## config.mk

```make
export PLATFORM = sky130hd
export DESIGN_NAME = uart_top
export DESIGN_NICKNAME = d
export VERILOG_FILES = /design/src/verilog/uart_frame_pkg.sv /design/src/verilog/uart_timing_pkg.sv /design/src/verilog/uart_fifo_if.sv /design/src/verilog/uart_top.sv /design/src/verilog/uart_rx.sv /design/src/verilog/uart_tx.sv /design/src/verilog/byte_fifo.sv
export SDC_FILE = /design/constraint.sdc
export NUM_CORES = 1
export LEC_CHECK = 0
export BUFFER_PORTS_ARGS = -buffer_cell sky130_fd_sc_hd__buf_2
export CORE_UTILIZATION = 29
export DETAILED_ROUTE_END_ITERATION = 6
export SLEW_MARGIN = 20
export SYNTH_ARGS = -nofsm -noshare
export SYNTH_HDL_FRONTEND = slang
export SYNTH_SLANG_ARGS = --single-unit
export TNS_END_PERCENT = 100
```

## constraint.sdc

```tcl
create_clock -name clk -period 3.2 [get_ports clk]
set_clock_uncertainty 0.05 [all_clocks]
set_input_delay 0.16 -clock clk [delete_from_list [all_inputs] [get_ports clk]]
set_output_delay 0.16 -clock clk [all_outputs]
set_load 0.05 [all_outputs]
```

## src/verilog/uart_frame_pkg.sv

```systemverilog
// Frame-level types for the UART: the data byte, the receive FIFO word and the FSM states.
package uart_frame_pkg;

  // one byte as written by the host or seen on the line.
  typedef logic [7:0] uart_byte_t;

  // frame_err is set when the stop bit was sampled low.
  typedef struct packed {
    logic       frame_err;
    uart_byte_t data;
  } rx_word_t;

  typedef enum logic [2:0] {
    tx_idle,
    tx_start,
    tx_data,
    tx_stop,
    tx_cleanup
  } tx_state_t;

  typedef enum logic [2:0] {
    rx_idle,
    rx_start,
    rx_data,
    rx_stop,
    rx_cleanup
  } rx_state_t;

endpackage

```

## src/verilog/uart_timing_pkg.sv

```systemverilog
// Bit-timing constants and counter sizing shared by the UART transmitter, receiver and top.
package uart_timing_pkg;

  // clocks per serial bit when the top level is not told otherwise.
  localparam int default_cycles_per_bit = 87;

  // every frame carries a fixed eight data bits, LSB first.
  localparam int data_bits = 8;

  // width of a counter that must reach cycles - 1.
  function automatic int bit_cnt_w(int cycles);
    int width;
    if (cycles > 1) begin
      width = $clog2(cycles);
    end else begin
      width = 1;
    end
    return width;
  endfunction

endpackage
```

## src/verilog/uart_fifo_if.sv

```systemverilog
// Fill and drain strobes of one FIFO, shared between the FIFO and its two neighbors.
`timescale 1ns/1ps

interface uart_fifo_if #(
  parameter type payload_t = logic [7:0]
) ();

  logic     push;
  payload_t push_data;
  logic     full;
  logic     pop;
  payload_t pop_data;
  logic     empty;

  // the producer side writes entries.
  modport fill (output push, output push_data, input full);

  // the consumer side takes the head entry; pop_data is valid while empty is low.
  modport drain (output pop, input pop_data, input empty);

  modport store (
    input  push,
    input  push_data,
    output full,
    input  pop,
    output pop_data,
    output empty
  );

endinterface

```

## src/verilog/uart_top.sv

```systemverilog
// UART top level with transmit and receive FIFOs, exposed to the host through plain ports.
`timescale 1ns/1ps

module uart_top
  import uart_timing_pkg::*;
  import uart_frame_pkg::*;
#(
  parameter int cycles_per_bit = default_cycles_per_bit,
  parameter int fifo_depth = 8
) (
  input  logic       clk,
  input  logic       rst,
  input  logic       wr_en,
  input  uart_byte_t wr_data,
  output logic       tx_full,
  input  logic       rd_en,
  output uart_byte_t rd_data,
  output logic       rd_frame_err,
  output logic       rx_empty,
  output logic       tx_so,
  output logic       tx_busy,
  output logic       tx_done,
  input  logic       rx_si,
  output logic       rx_overrun
);

  uart_fifo_if #(.payload_t(uart_byte_t)) tx_q ();
  uart_fifo_if #(.payload_t(rx_word_t)) rx_q ();

  // host write port onto the fill side of the transmit queue.
  assign tx_q.push = wr_en;
  assign tx_q.push_data = wr_data;
  assign tx_full = tx_q.full;

  // host read port onto the drain side of the receive queue.
  assign rx_q.pop = rd_en;
  assign rd_data = rx_q.pop_data.data;
  assign rd_frame_err = rx_q.pop_data.frame_err;
  assign rx_empty = rx_q.empty;

  byte_fifo #(
    .payload_t(uart_byte_t),
    .fifo_depth(fifo_depth)
  ) tx_fifo (
    .clk(clk),
    .rst(rst),
    .q(tx_q.store)
  );

  byte_fifo #(
    .payload_t(rx_word_t),
    .fifo_depth(fifo_depth)
  ) rx_fifo (
    .clk(clk),
    .rst(rst),
    .q(rx_q.store)
  );

  uart_tx #(.cycles_per_bit(cycles_per_bit)) tx0 (
    .clk(clk),
    .rst(rst),
    .src(tx_q.drain),
    .tx_so(tx_so),
    .tx_busy(tx_busy),
    .tx_done(tx_done)
  );

  uart_rx #(.cycles_per_bit(cycles_per_bit)) rx0 (
    .clk(clk),
    .rst(rst),
    .rx_si(rx_si),
    .dst(rx_q.fill),
    .rx_overrun(rx_overrun)
  );

endmodule

```

## src/verilog/uart_rx.sv

```systemverilog
// UART receiver that samples 8N1 frames on rx_si and pushes each byte with its framing flag.
`timescale 1ns/1ps

module uart_rx
  import uart_timing_pkg::*;
  import uart_frame_pkg::*;
#(
  parameter int cycles_per_bit = default_cycles_per_bit
) (
  input  logic clk,
  input  logic rst,
  input  logic rx_si,
  uart_fifo_if.fill dst,
  output logic rx_overrun
);

  localparam int cnt_w = bit_cnt_w(cycles_per_bit);
  localparam int idx_w = $clog2(data_bits);
  localparam logic [cnt_w-1:0] cnt_max = cnt_w'(cycles_per_bit - 1);
  localparam logic [cnt_w-1:0] half_max = cnt_w'(cycles_per_bit / 2 - 1);
  localparam logic [idx_w-1:0] last_bit = idx_w'(data_bits - 1);

  rx_state_t state;
  rx_state_t state_next;
  logic rx_meta;
  logic rx_sync;
  logic [cnt_w-1:0] cnt;
  logic [idx_w-1:0] bit_idx;
  uart_byte_t rx_shift;
  logic bit_end;
  logic stop_sample;

  assign bit_end = (cnt == cnt_max);
  assign stop_sample = (state == rx_stop) && bit_end;

  // the word goes out in the same cycle that the stop bit is sampled.
  assign dst.push = stop_sample && !dst.full;
  assign dst.push_data = '{frame_err: !rx_sync, data: rx_shift};

  // the line idles high, so the synchronizer comes out of reset high as well.
  always_ff @(posedge clk) begin
    if (rst) begin
      rx_meta <= 1'b1;
      rx_sync <= 1'b1;
    end else begin
      rx_meta <= rx_si;
      rx_sync <= rx_meta;
    end
  end

  always_comb begin
    state_next = state;
    case (state)
      rx_idle: if (!rx_sync) state_next = rx_start;
      // a start bit that is already high again at its middle was a glitch.
      rx_start: if (cnt == half_max) state_next = rx_sync ? rx_idle : rx_data;
      rx_data: if (bit_end && bit_idx == last_bit) state_next = rx_stop;
      rx_stop: if (bit_end) state_next = rx_cleanup;
      rx_cleanup: if (rx_sync) state_next = rx_idle;
      default: state_next = rx_idle;
    endcase
  end

  always_ff @(posedge clk) begin
    if (rst) begin
      state <= rx_idle;
      cnt <= '0;
      bit_idx <= '0;
      rx_overrun <= 1'b0;
    end else begin
      state <= state_next;
      rx_overrun <= stop_sample && dst.full;
      if (state == rx_idle || state == rx_cleanup) begin
        cnt <= '0;
        bit_idx <= '0;
      end else if ((state == rx_start && cnt == half_max) || bit_end) begin
        cnt <= '0;
        if (state == rx_data) begin
          bit_idx <= bit_idx + 1'b1;
        end
      end else begin
        cnt <= cnt + 1'b1;
      end
    end
  end

  // bits arrive LSB first, so each new one enters at the top.
  always_ff @(posedge clk) begin
    if (state == rx_data && bit_end) begin
      rx_shift <= {rx_sync, rx_shift[data_bits-1:1]};
    end
  end

endmodule

```

## src/verilog/uart_tx.sv

```systemverilog
// UART transmitter that pulls bytes from the transmit FIFO and sends 8N1 frames on tx_so.
`timescale 1ns/1ps

module uart_tx
  import uart_timing_pkg::*;
  import uart_frame_pkg::*;
#(
  parameter int cycles_per_bit = default_cycles_per_bit
) (
  input  logic clk,
  input  logic rst,
  uart_fifo_if.drain src,
  output logic tx_so,
  output logic tx_busy,
  output logic tx_done
);

  localparam int cnt_w = bit_cnt_w(cycles_per_bit);
  localparam int idx_w = $clog2(data_bits);
  localparam logic [cnt_w-1:0] cnt_max = cnt_w'(cycles_per_bit - 1);
  localparam logic [idx_w-1:0] last_bit = idx_w'(data_bits - 1);

  tx_state_t state;
  tx_state_t state_next;
  logic [cnt_w-1:0] cnt;
  logic [idx_w-1:0] bit_idx;
  uart_byte_t tx_shift;
  logic bit_end;

  assign bit_end = (cnt == cnt_max);

  // a byte is taken as soon as the FSM is idle and the FIFO has one.
  assign src.pop = (state == tx_idle) && !src.empty;

  always_ff @(posedge clk) begin
    if (rst) begin
      state <= tx_idle;
    end else begin
      state <= state_next;
    end
  end

  always_comb begin
    state_next = state;
    case (state)
      tx_idle: if (src.pop) state_next = tx_start;
      tx_start: if (bit_end) state_next = tx_data;
      tx_data: if (bit_end && bit_idx == last_bit) state_next = tx_stop;
      tx_stop: if (bit_end) state_next = tx_cleanup;
      tx_cleanup: state_next = tx_idle;
      default: state_next = tx_idle;
    endcase
  end

  // tx_so is loaded with the level of the bit that starts on the next cycle.
  always_ff @(posedge clk) begin
    if (rst) begin
      tx_so <= 1'b1;
      tx_busy <= 1'b0;
      tx_done <= 1'b0;
      cnt <= '0;
      bit_idx <= '0;
    end else begin
      case (state)
        tx_idle: begin
          tx_done <= 1'b0;
          cnt <= '0;
          bit_idx <= '0;
          if (src.pop) begin
            tx_so <= 1'b0;
            tx_busy <= 1'b1;
          end
        end
        tx_start: begin
          if (bit_end) begin
            cnt <= '0;
            tx_so <= tx_shift[0];
          end else begin
            cnt <= cnt + 1'b1;
          end
        end
        tx_data: begin
          if (bit_end) begin
            cnt <= '0;
            if (bit_idx == last_bit) begin
              bit_idx <= '0;
              tx_so <= 1'b1;
            end else begin
              bit_idx <= bit_idx + 1'b1;
              tx_so <= tx_shift[1];
            end
          end else begin
            cnt <= cnt + 1'b1;
          end
        end
        tx_stop: begin
          if (bit_end) begin
            cnt <= '0;
            tx_done <= 1'b1;
            tx_busy <= 1'b0;
          end else begin
            cnt <= cnt + 1'b1;
          end
        end
        tx_cleanup: tx_done <= 1'b0;
        default: begin
          tx_so <= 1'b1;
          tx_done <= 1'b0;
        end
      endcase
    end
  end

  always_ff @(posedge clk) begin
    if (src.pop) begin
      tx_shift <= src.pop_data;
    end else if (state == tx_data && bit_end) begin
      tx_shift <= tx_shift >> 1;
    end
  end

endmodule

```

## src/verilog/byte_fifo.sv

```systemverilog
// Synchronous circular-buffer FIFO for any payload type, used for transmit bytes and receive words.
`timescale 1ns/1ps

module byte_fifo #(
  parameter type payload_t = logic [7:0],
  parameter int fifo_depth = 8
) (
  input logic clk,
  input logic rst,
  uart_fifo_if.store q
);

  localparam int addr_w = $clog2(fifo_depth);

  payload_t mem [fifo_depth];

  // the extra top bit tells a full buffer from an empty one.
  logic [addr_w:0] wr_ptr;
  logic [addr_w:0] rd_ptr;
  logic do_push;
  logic do_pop;

  assign q.empty = (wr_ptr == rd_ptr);
  assign q.full = (wr_ptr[addr_w] != rd_ptr[addr_w]) &&
                  (wr_ptr[addr_w-1:0] == rd_ptr[addr_w-1:0]);

  // the head entry is always on pop_data.
  assign q.pop_data = mem[rd_ptr[addr_w-1:0]];

  // gating by the flags makes a push and pop when full a pop only, and when empty a push only.
  assign do_push = q.push && !q.full;
  assign do_pop = q.pop && !q.empty;

  always_ff @(posedge clk) begin
    if (do_push) begin
      mem[wr_ptr[addr_w-1:0]] <= q.push_data;
    end
  end

  always_ff @(posedge clk) begin
    if (rst) begin
      wr_ptr <= '0;
      rd_ptr <= '0;
    end else begin
      if (do_push) begin
        wr_ptr <= wr_ptr + 1'b1;
      end
      if (do_pop) begin
        rd_ptr <= rd_ptr + 1'b1;
      end
    end
  end

endmodule

```

-- Word level (Yosys, flattened, before mapping)
Memories as Yosys holds them, arrays and structs flattened. A register that Yosys moved wholly into a read port is not among the register bits.
Index checks and enable logic that the tools add are counted.
- bits in writable memories: 136
- word-level logic and storage cells: 136
- flip-flop bits (word level): 64
- output and inout port bits: 15
- memories: 2
- muxes and demuxes: 37
- bitwise logic cells: 2
- $add $sub $neg: 8
- reductions and logical operators: 40
- eq/ne operators: 29
- memory list (memory ; depth ; width ; read ports ; clocked after memory_dff ; wr ports ; RTL line ; RTL):
    rx_fifo.mem ; 8 ; 9 ; 1 ; 1 ; 1 ; byte_fifo.sv:15 ; payload_t mem [fifo_depth];
    tx_fifo.mem ; 8 ; 8 ; 1 ; 1 ; 1 ; byte_fifo.sv:15 ;
- operators by type and width (cell ; number):
    $mux 3 ; 15
    $add 4x1->4 const B ; 4
    $mux 8 ; 2
    $ne 2x1->1 const B ; 8
    $logic_and 1x1->1 ; 15
    $pmux 3 s5 ; 1
    $add 7x1->7 const B ; 2
    $eq 7x7->1 const B ; 2
    $pmux 7 s2 ; 1
    $eq 3x2->1 const B ; 4
    $eq 3x3->1 const B ; 4
    $pmux 3 s4 ; 1
    $mux 1 ; 11
    $eq 4x4->1 ; 2
    $reduce_and 4->1 ; 2
    $reduce_bool 2->1 ; 4
    $eq 7x6->1 const B ; 1
    $mux 7 ; 1
    $add 3x1->3 const B ; 2
    $eq 3x1->1 const B ; 2
    $eq 3x3->1 ; 2
    $logic_not 3->1 ; 2
    $pmux 3 s2 ; 1
    $reduce_and 2->1 ; 3
    other kinds (12) ; 24

-- Logic depth before layout (Yosys ltp)
Gate-level depths: netlist of run 1.
- word-level depth: 7
- mapped depth: 6
- depth with buffers taken out: 6

-- Modules after synthesis
From an unflattened synthesis of run 1, not the netlist that was laid out.
- cell total of the unflattened synthesis: 574
- area, all modules: 8878.5 µm²
- modules (own cells, without submodules) (module ; area an instance (µm²) ; cells an instance ; times used ; sequential area each (µm²)):
    byte_fifo at rx_fifo ; 3467.1 ; 189 ; 1 ; 2382.3
    byte_fifo at tx_fifo ; 3166.8 ; 178 ; 1 ; 2142.1
    uart_tx ; 1265.0 ; 122 ; 1 ; 560.5
    uart_rx ; 979.7 ; 85 ; 1 ; 560.5

-- Worst setup path before layout of run 1
No wires, ideal clock.
- path type: register to register
- start: register rx0.cnt[5]
- end: memory rx_fifo.mem[4][0] in the netlist's numbering (enable)
- buffers on the path: 1
- library setup time: 0.403 ns
- required time: 2.747 ns
- clock period less this slack: 2.611 ns
- path slack: 0.589 ns
- stages on the path, launching flop included: 6
- arrival: 2.158 ns
- cells stage by stage: dfxtp_1 and4bb_1 and3_1 clkbuf_2 nand3_2 nor4b_1
- word-level cells in the longest chain between the ends: 6
- ends and longest elaborated chain (item ; RTL line ; RTL):
    start: declaration ; uart_rx.sv:27 ; logic [cnt_w-1:0] cnt;
    start signal: assignment ; uart_rx.sv:82 ; cnt <= cnt + 1'b1;
    $eq 7x7->1 ; uart_rx.sv:33 ; assign bit_end = (cnt == cnt_max);
    $logic_and 1x1->1 ; uart_rx.sv:34 ; assign stop_sample = (state == rx_stop) && bit_end;
    $logic_and 1x1->1 ; uart_rx.sv:37 ; assign dst.push = stop_sample && !dst.full;
    $logic_and 1x1->1 ; byte_fifo.sv:31 ; assign do_push = q.push && !q.full;
    $mux 1 ; byte_fifo.sv:35 ; if (do_push) begin
    $mux 1 (not written as such) ; byte_fifo.sv:36 ; mem[wr_ptr[addr_w-1:0]] <= q.push_data;
    end: declaration ; byte_fifo.sv:15 ;
No other way between the ends.

-- Final worst setup path of run 1
- start: register rx_fifo.wr_ptr[2]
- end: output port rx_empty
- word-level cells in the longest chain between the ends: 1
- ends and longest elaborated chain (item ; RTL line ; RTL):
    start: declaration ; byte_fifo.sv:18 ; logic [addr_w:0] wr_ptr;
    start signal: assignment ; byte_fifo.sv:46 ; wr_ptr <= wr_ptr + 1'b1;
    $eq 4x4->1 ; byte_fifo.sv:23 ; assign q.empty = (wr_ptr == rd_ptr);
    end: declaration ; uart_top.sv:19 ; output logic rx_empty,
No other way between the ends.

==> results.py, run 1 <==
metrics = {
    "cells_and_area": {
        "final_layout_size_suffix_gt1_share_pct": 26.1,
        "antenna_cells": 0,
        "register_area_um2": 5650,
        "fin_nets": 612,
        "multi_input_area_um2": 2720,
        "stdcell_count": 989,
        "area_delta_synth_final_pct": 18.2,
        "n_fill_cell": 2727,
    },
    "timing": {
        "setup_viol": 0,
        "period_minus_slack_ns": 2.50,
        "min_period_over_period_pct": 78.1,
        "rsz0062_at_grt": "no",
        "fin_ws_ns": 0.701,
        "final_max_slew_viol_count": 0,
        "finalSetupTns_ns": 0,
        "slew-limit-headroom_pct": 50.2,
        "hold_viol_final": 0,
        "max_freq_ghz": 0.400,
        "tightest_slew_ns": 0.747,
    },
    "logic_synthesis": {
        "yosysTopAreaCell": "edfxtp_1",
        "yosysSeqAreaShare_pct": 66.2,
        "yosys-mux-area-fraction_pct": 13.8,
        "synth.most_common_cell": "edfxtp_1",
        "synth_fa_ha_area_share_pct": 1.76,
        "synthCells": 531,
        "synth_area_um2": 8520,
        "yosys.area_share.simple_pct": 8.94,
        "synth_compound_area_share_pct": 4.35,
        "synth_top_family_by_area": "multiplexers",
        "synth_top_area_share_pct": 53.6,
        "synth_cell_types": 61,
        "dominantRegCellSynth": "edfxtp_1",
        "synth_common_cells": "edfxtp_1, dfxtp_1, nor2_1",
        "synth_edf_count": 152,
        "postSynth.asyncResetShare_pct": 0,
        "synth.area.top_cells": "edfxtp_1, dfxtp_1, mux4_2",
        "synth_seq_cells": 206,
        "syn-num-nets": 556,
        "syn_area_per_cell_um2": 16.1,
        "synthXorXnorAreaFrac_pct": 2.63,
        "yosys_warnings": 0,
    },
    "power": {
        "p_int_uw": 5020,
        "power.switching_uw": 1480,
        "p_sw_share_pct": 22.8,
        "pwr-share-clk_pct": 41.6,
        "p_leak_uw": 0.00333,
        "p_comb_share_pct": 10.4,
        "irDropWorstVdd_v": 0.000535,
        "seqPwrFrac_pct": 48.0,
        "power_density_nw_per_um2": 645,
    },
    "worst_setup_path": {
        "cp_max_fo": 12,
        "slowest_delay_ns": 0.63,
        "cp_top_family": "flip-flops",
        "crit_start": "rx_fifo.wr_ptr[2]$_SDFFE_PP0P_",
        "crit_arrival_ns": 2.29,
        "cp_data_required_time_ns": 2.99,
        "cp_cell_sequence": "xor2_1, nor4_1, buf_2",
        "critPathCaptureType": "output port",
        "critPathKind": "reg2out",
        "path_buf_inv": 1,
        "slowest_stage": "dfxtp_1",
        "startpoint_type": "flop",
    },
    "clock_network": {
        "postCtsSetupBuffers": 0,
        "cts_made_buffers": 24,
        "ctsHtreeMaxLevel": 1,
        "ctsRootBufferMaster": "clkbuf_16",
        "cts_tree": "done",
        "cts.path.max_buffers": 3,
        "cts.repair.resized": 0,
        "hold_buffers": 10,
        "clk_latency_ns": 0.51,
        "numClockSinks": 206,
        "clk_pin_slew_worst_paths_ns": 0.05,
    },
    "routing": {
        "met1_length_um": 7340,
        "wl_per_cell_um": 15.7,
        "drt_iter0_drc": 285,
        "drtPass1Iterations": 5,
        "routed-wl-met2_um": 7230,
        "routed_via_density": 4.56,
        "wl_um": 15500,
        "vias": 4506,
        "drc_errors": 0,
        "ant_nets": 0,
        "highest_layer": "met4",
        "route.met3.wl_um": 481,
    },
    "floorplanning": {
        "die_y_um": 173,
        "die_area_um2": 30100,
        "die_w_um": 173,
        "rows": 62,
        "core_um2": 28800,
        "ios": 28,
        "initial_core_util_pct": 29.6,
    },
    "run_status": {
        "status": "finished, final reports clean",
    },
    "placed_design": {
        "dp.cells": 935,
        "hpwl_um": 9300,
        "dp_slack_ns": 0.849,
        "place.gp.congestion": 0.702,
        "port_buffers": 27,
    },
    "global_routing": {
        "first_global_vias": 4559,
        "overflow": 0,
        "grt_usage_pct": 10.5,
        "grt_pass1_wl_um": 25000,
        "antenna_found_initial": 0,
        "grt_start_max_net_pins": 43,
    },
    "run": {
        "maxCapViolCount": 0,
    },
    "worst_hold_path": {
        "hp-class": "in2reg",
        "hp-start": "rd_en",
    },
}
[final cells by class]
type / instances / share of cell area [%]
Clock buffer: 34 / 6.83
Timing Repair Buffer: 57 / 3.82
Sequential cell: 206 / 56.0
Clock inverter: 10 / 1.13
Tap cell: 384 / 4.77
Inverter: 11 / 0.410
Multi-Input combinational cell: 287 / 27.0
[routing by layer]
metal,GRT usage [%],up-vias
li1,-,2184
met1,14.2,2230
met2,16.9,69
met3,1.82,23
met4,3.58,0
met5,0,-
[power groups by stage]
| stage | clock [uW] | sequential, uW | combinational (uW) |
|---|---|---|---|
| floorplan | 0 | 3140 | 568 |
| global placement | 0 | 3180 | 664 |
| detailed placement | 0 | 3180 | 676 |
| CTS | 2780 | 3120 | 688 |
| global route | 2890 | 3140 | 751 |
| finish | 2700 | 3120 | 678 |
[worst paths after layout]
kind                                     to  slack, ns  cells past startpoint
max                                rx_empty       0.70                      3
min          rx_fifo.rd_ptr[0]$_SDFFE_PP0P_       0.03                      4
max reg2reg       tx0.tx_shift[2]$_DFFE_PP_       0.86                      4
min reg2reg          rx0.rx_sync$_SDFF_PP1_       0.35                      1
[cells by family (layout without fill, tap and decap cells)]
family,count (synthesis),in the layout
AO/OA/AOI/OAI,50,50
buffers and inverters,38,112
multiplexers,67,67
adder cells (fa/ha/maj),12,12
flip-flops,206,206
XOR/XNOR,23,23
AND/OR/NAND/NOR,135,135
[worst reg2reg max path, cell delays in order (launching register included)]
cell and delay [ns]:
dfxtp_1 0.64, buf_4 0.31, mux4_1 0.57, mux2_2 0.27, mux2_2 0.26
[sequential cells by signal (all words and copies together), names as in the netlist, 3 cells and up, named ones only]
| signal | cells |
|---|---|
| rx_fifo.wr_ptr | 4 |
| tx0.cnt | 7 |
| rx0.bit_idx | 3 |
| tx0.tx_shift | 8 |
| rx0.rx_shift | 8 |
| tx_fifo.rd_ptr | 4 |
| tx_fifo.wr_ptr | 4 |
| rx0.state | 3 |
| rx_fifo.rd_ptr | 4 |
| tx_fifo.mem | 64 |
| rx0.cnt | 7 |
| tx0.bit_idx | 3 |
| tx0.state | 3 |
| rx_fifo.mem | 72 |
[through the flow]
stage | cell area, um^2 | util [%] | hold slack [ns] | power, uW
2_1_floorplan | 8520 | - | 0.209 | 3710
3_3_place_gp | 9170 | 31.9 | 0.297 | 3840
6_report | 10100 | 35.0 | 0.0274 | 6500
5_1_grt | 10100 | 35.0 | 0.0281 | 6780
4_1_cts | 10100 | 35.0 | 0.00539 | 6590
3_5_place_dp | 9170 | 31.9 | 0.302 | 3850
[cells in the final DEF, fill, tap and decap left out, types with 4 or more instances in the layout]
cell type,count
edfxtp_1,152
dfxtp_1,54
nor2_1,36
mux2_2,27
buf_2,27
mux4_2,24
clkbuf_16,24
buf_4,20
nand2_1,16
a21oi_1,16
nand3_1,14
ha_1,12
inv_1,11
o21ai_0,11
mux4_1,10
xnor2_1,10
xor2_1,10
dlygate4sd3_1,10
nand2b_1,8
nor3_1,7
nand4_1,7
or2_2,6
nor2b_1,6
or3_1,6
a31oi_1,5
clkbuf_1,5
clkbuf_8,5
mux2i_1,4
or4_1,4
Power figures use the tool's default switching activity.
==> run 2, diff against run 1 <==
Clock period 3.2 ns to 2.47 ns, I/O delays scaled along.
==> results.py, run 2 (synthesis results as in run 1) <==
metrics = {
    "clock_network": {
        "clk_latency_ns": 0.52,
        "ctsRootBufferMaster": "clkbuf_16",
        "cts_made_buffers": 23,
        "postCtsSetupBuffers": 0,
        "ctsHtreeMaxLevel": 1,
        "clk_pin_slew_worst_paths_ns": 0.06,
        "cts_tree": "done",
        "numClockSinks": 206,
        "cts.path.max_buffers": 3,
    },
    "timing": {
        "rsz0062_at_grt": "no",
        "period_minus_slack_ns": 2.36,
        "slew-limit-headroom_pct": 38.3,
        "tightest_slew_ns": 0.922,
        "hold_viol_final": 0,
        "setup_viol": 0,
        "final_max_slew_viol_count": 0,
        "max_freq_ghz": 0.423,
        "min_period_over_period_pct": 95.7,
    },
    "global_routing": {
        "grt_pass1_wl_um": 25300,
        "first_global_vias": 4675,
        "grt_start_max_net_pins": 42,
        "antenna_found_initial": 0,
        "overflow": 0,
        "grt_usage_pct": 10.5,
    },
    "floorplanning": {
        "die_y_um": 173,
        "core_um2": 28800,
        "ios": 28,
        "initial_core_util_pct": 29.6,
        "die_w_um": 173,
        "rows": 62,
        "die_area_um2": 30100,
    },
    "placed_design": {
        "port_buffers": 27,
        "dp.cells": 940,
        "place.gp.congestion": 0.695,
        "postPlaceCellArea_um2": 9240,
        "hpwl_um": 9470,
    },
    "worst_setup_path": {
        "critPathKind": "reg2out",
        "cp_max_fo": 18,
        "cp_data_required_time_ns": 2.30,
        "critPathCaptureType": "output port",
        "startpoint_type": "flop",
        "crit_arrival_ns": 2.19,
        "reg2reg_depth": 4,
    },
    "cells_and_area": {
        "fin_nets": 617,
        "antenna_cells": 0,
        "stdcell_count": 991,
        "area_delta_synth_final_pct": 18.5,
        "layout_commonest_cell": "edfxtp_1",
        "n_fill_cell": 2729,
        "multi_input_area_um2": 2720,
        "mostFrequentLayoutCells": "edfxtp_1, dfxtp_1, nor2_1",
        "finish.utilization_pct": 35.1,
        "largest_reg_flops": 72,
        "final_layout_size_suffix_gt1_share_pct": 26.2,
        "finalInstanceArea_um2": 10100,
        "register_area_um2": 5650,
    },
    "routing": {
        "drc_errors": 0,
        "routed_via_density": 4.62,
        "drtPass1Iterations": 4,
        "vias": 4582,
        "wl_per_cell_um": 15.8,
        "wl_um": 15700,
        "drt_iter0_drc": 294,
        "ant_nets": 0,
    },
    "run": {
        "maxCapViolCount": 0,
    },
    "power": {
        "total_power_uw": 8360,
        "power_density_nw_per_um2": 828,
        "irDropWorstVdd_v": 0.000573,
        "p_leak_uw": 0.00334,
    },
    "worst_hold_path": {
        "hp-class": "in2reg",
        "holdPathStages": 5,
    },
    "run_status": {
        "status": "finished, final reports clean",
    },
}
## run 2: where the power goes
| part | total, uW | internal [uW] | switching (uW) | leakage [uW] |
|---|---|---|---|---|
| Sequential | 3990 | 3890 | 100 | 0.00182 |
| Combinational | 954 | 482 | 472 | 0.00117 |
| Clock | 3410 | 2030 | 1380 | 0.000359 |
## run 2: path summary, 6_finish.rpt
| check | from | end | slack, ns |
|---|---|---|---|
| max reg2reg | tx_fifo.wr_ptr[2]$_SDFFE_PP0P_ | tx_fifo.mem[5][7]$_DFFE_PP_ | 0.18 |
| max | flop | rd_frame_err | 0.11 |
| min reg2reg | rx0.rx_meta$_SDFF_PP1_ | rx0.rx_sync$_SDFF_PP1_ | 0.36 |
| min | wr_en | tx_fifo.wr_ptr[0]$_SDFFE_PP0P_ | 0.07 |
## run 2: what timing repair did
| item | 4_1_cts | 5_1_grt |
|---|---|---|
| resized for setup | 1 | 0 |
| hold buffers | 11 | 0 |
| setup endpoints to repair | 1 | 0 |
| endpoints found under the hold margin | 75 | 0 |
## run 2: layer usage
metal	vias to the layer above	share of wire, %	global-route usage, %
li1	2193	-	-
met1	2286	46	14.0
met2	77	48	17.5
met3	26	4.3	2.04
met4	0	2.5	2.84
met5	-	0	0
## run 2: through the flow
step,worst slack (ns),setup TNS (ns),hold WS [ns]
after floorplan,-0.141,-4.62,0.172
after global placement,0.276,0,0.260
after detailed placement,0.170,0,0.262
after CTS,0.0501,0,0.0558
after global routing,0.000888,0,0.0746
final,0.106,0,0.0682
## run 2: worst max-delay path, stage by stage, from the launching register on
cell	delay [ns]
dfxtp_1	0.32
buf_6	0.27
mux4_2	0.56
mux2_2	0.30
buf_2	0.22
## run 2: area by class of cell
class	count	share of cell area, %
clock buffers	27	5.85
inverters	11	0.409
flip-flops and latches	206	55.9
multi-input cells	287	26.9
clock inverters	13	1.57
repair buffers	63	4.57
well taps	384	4.76
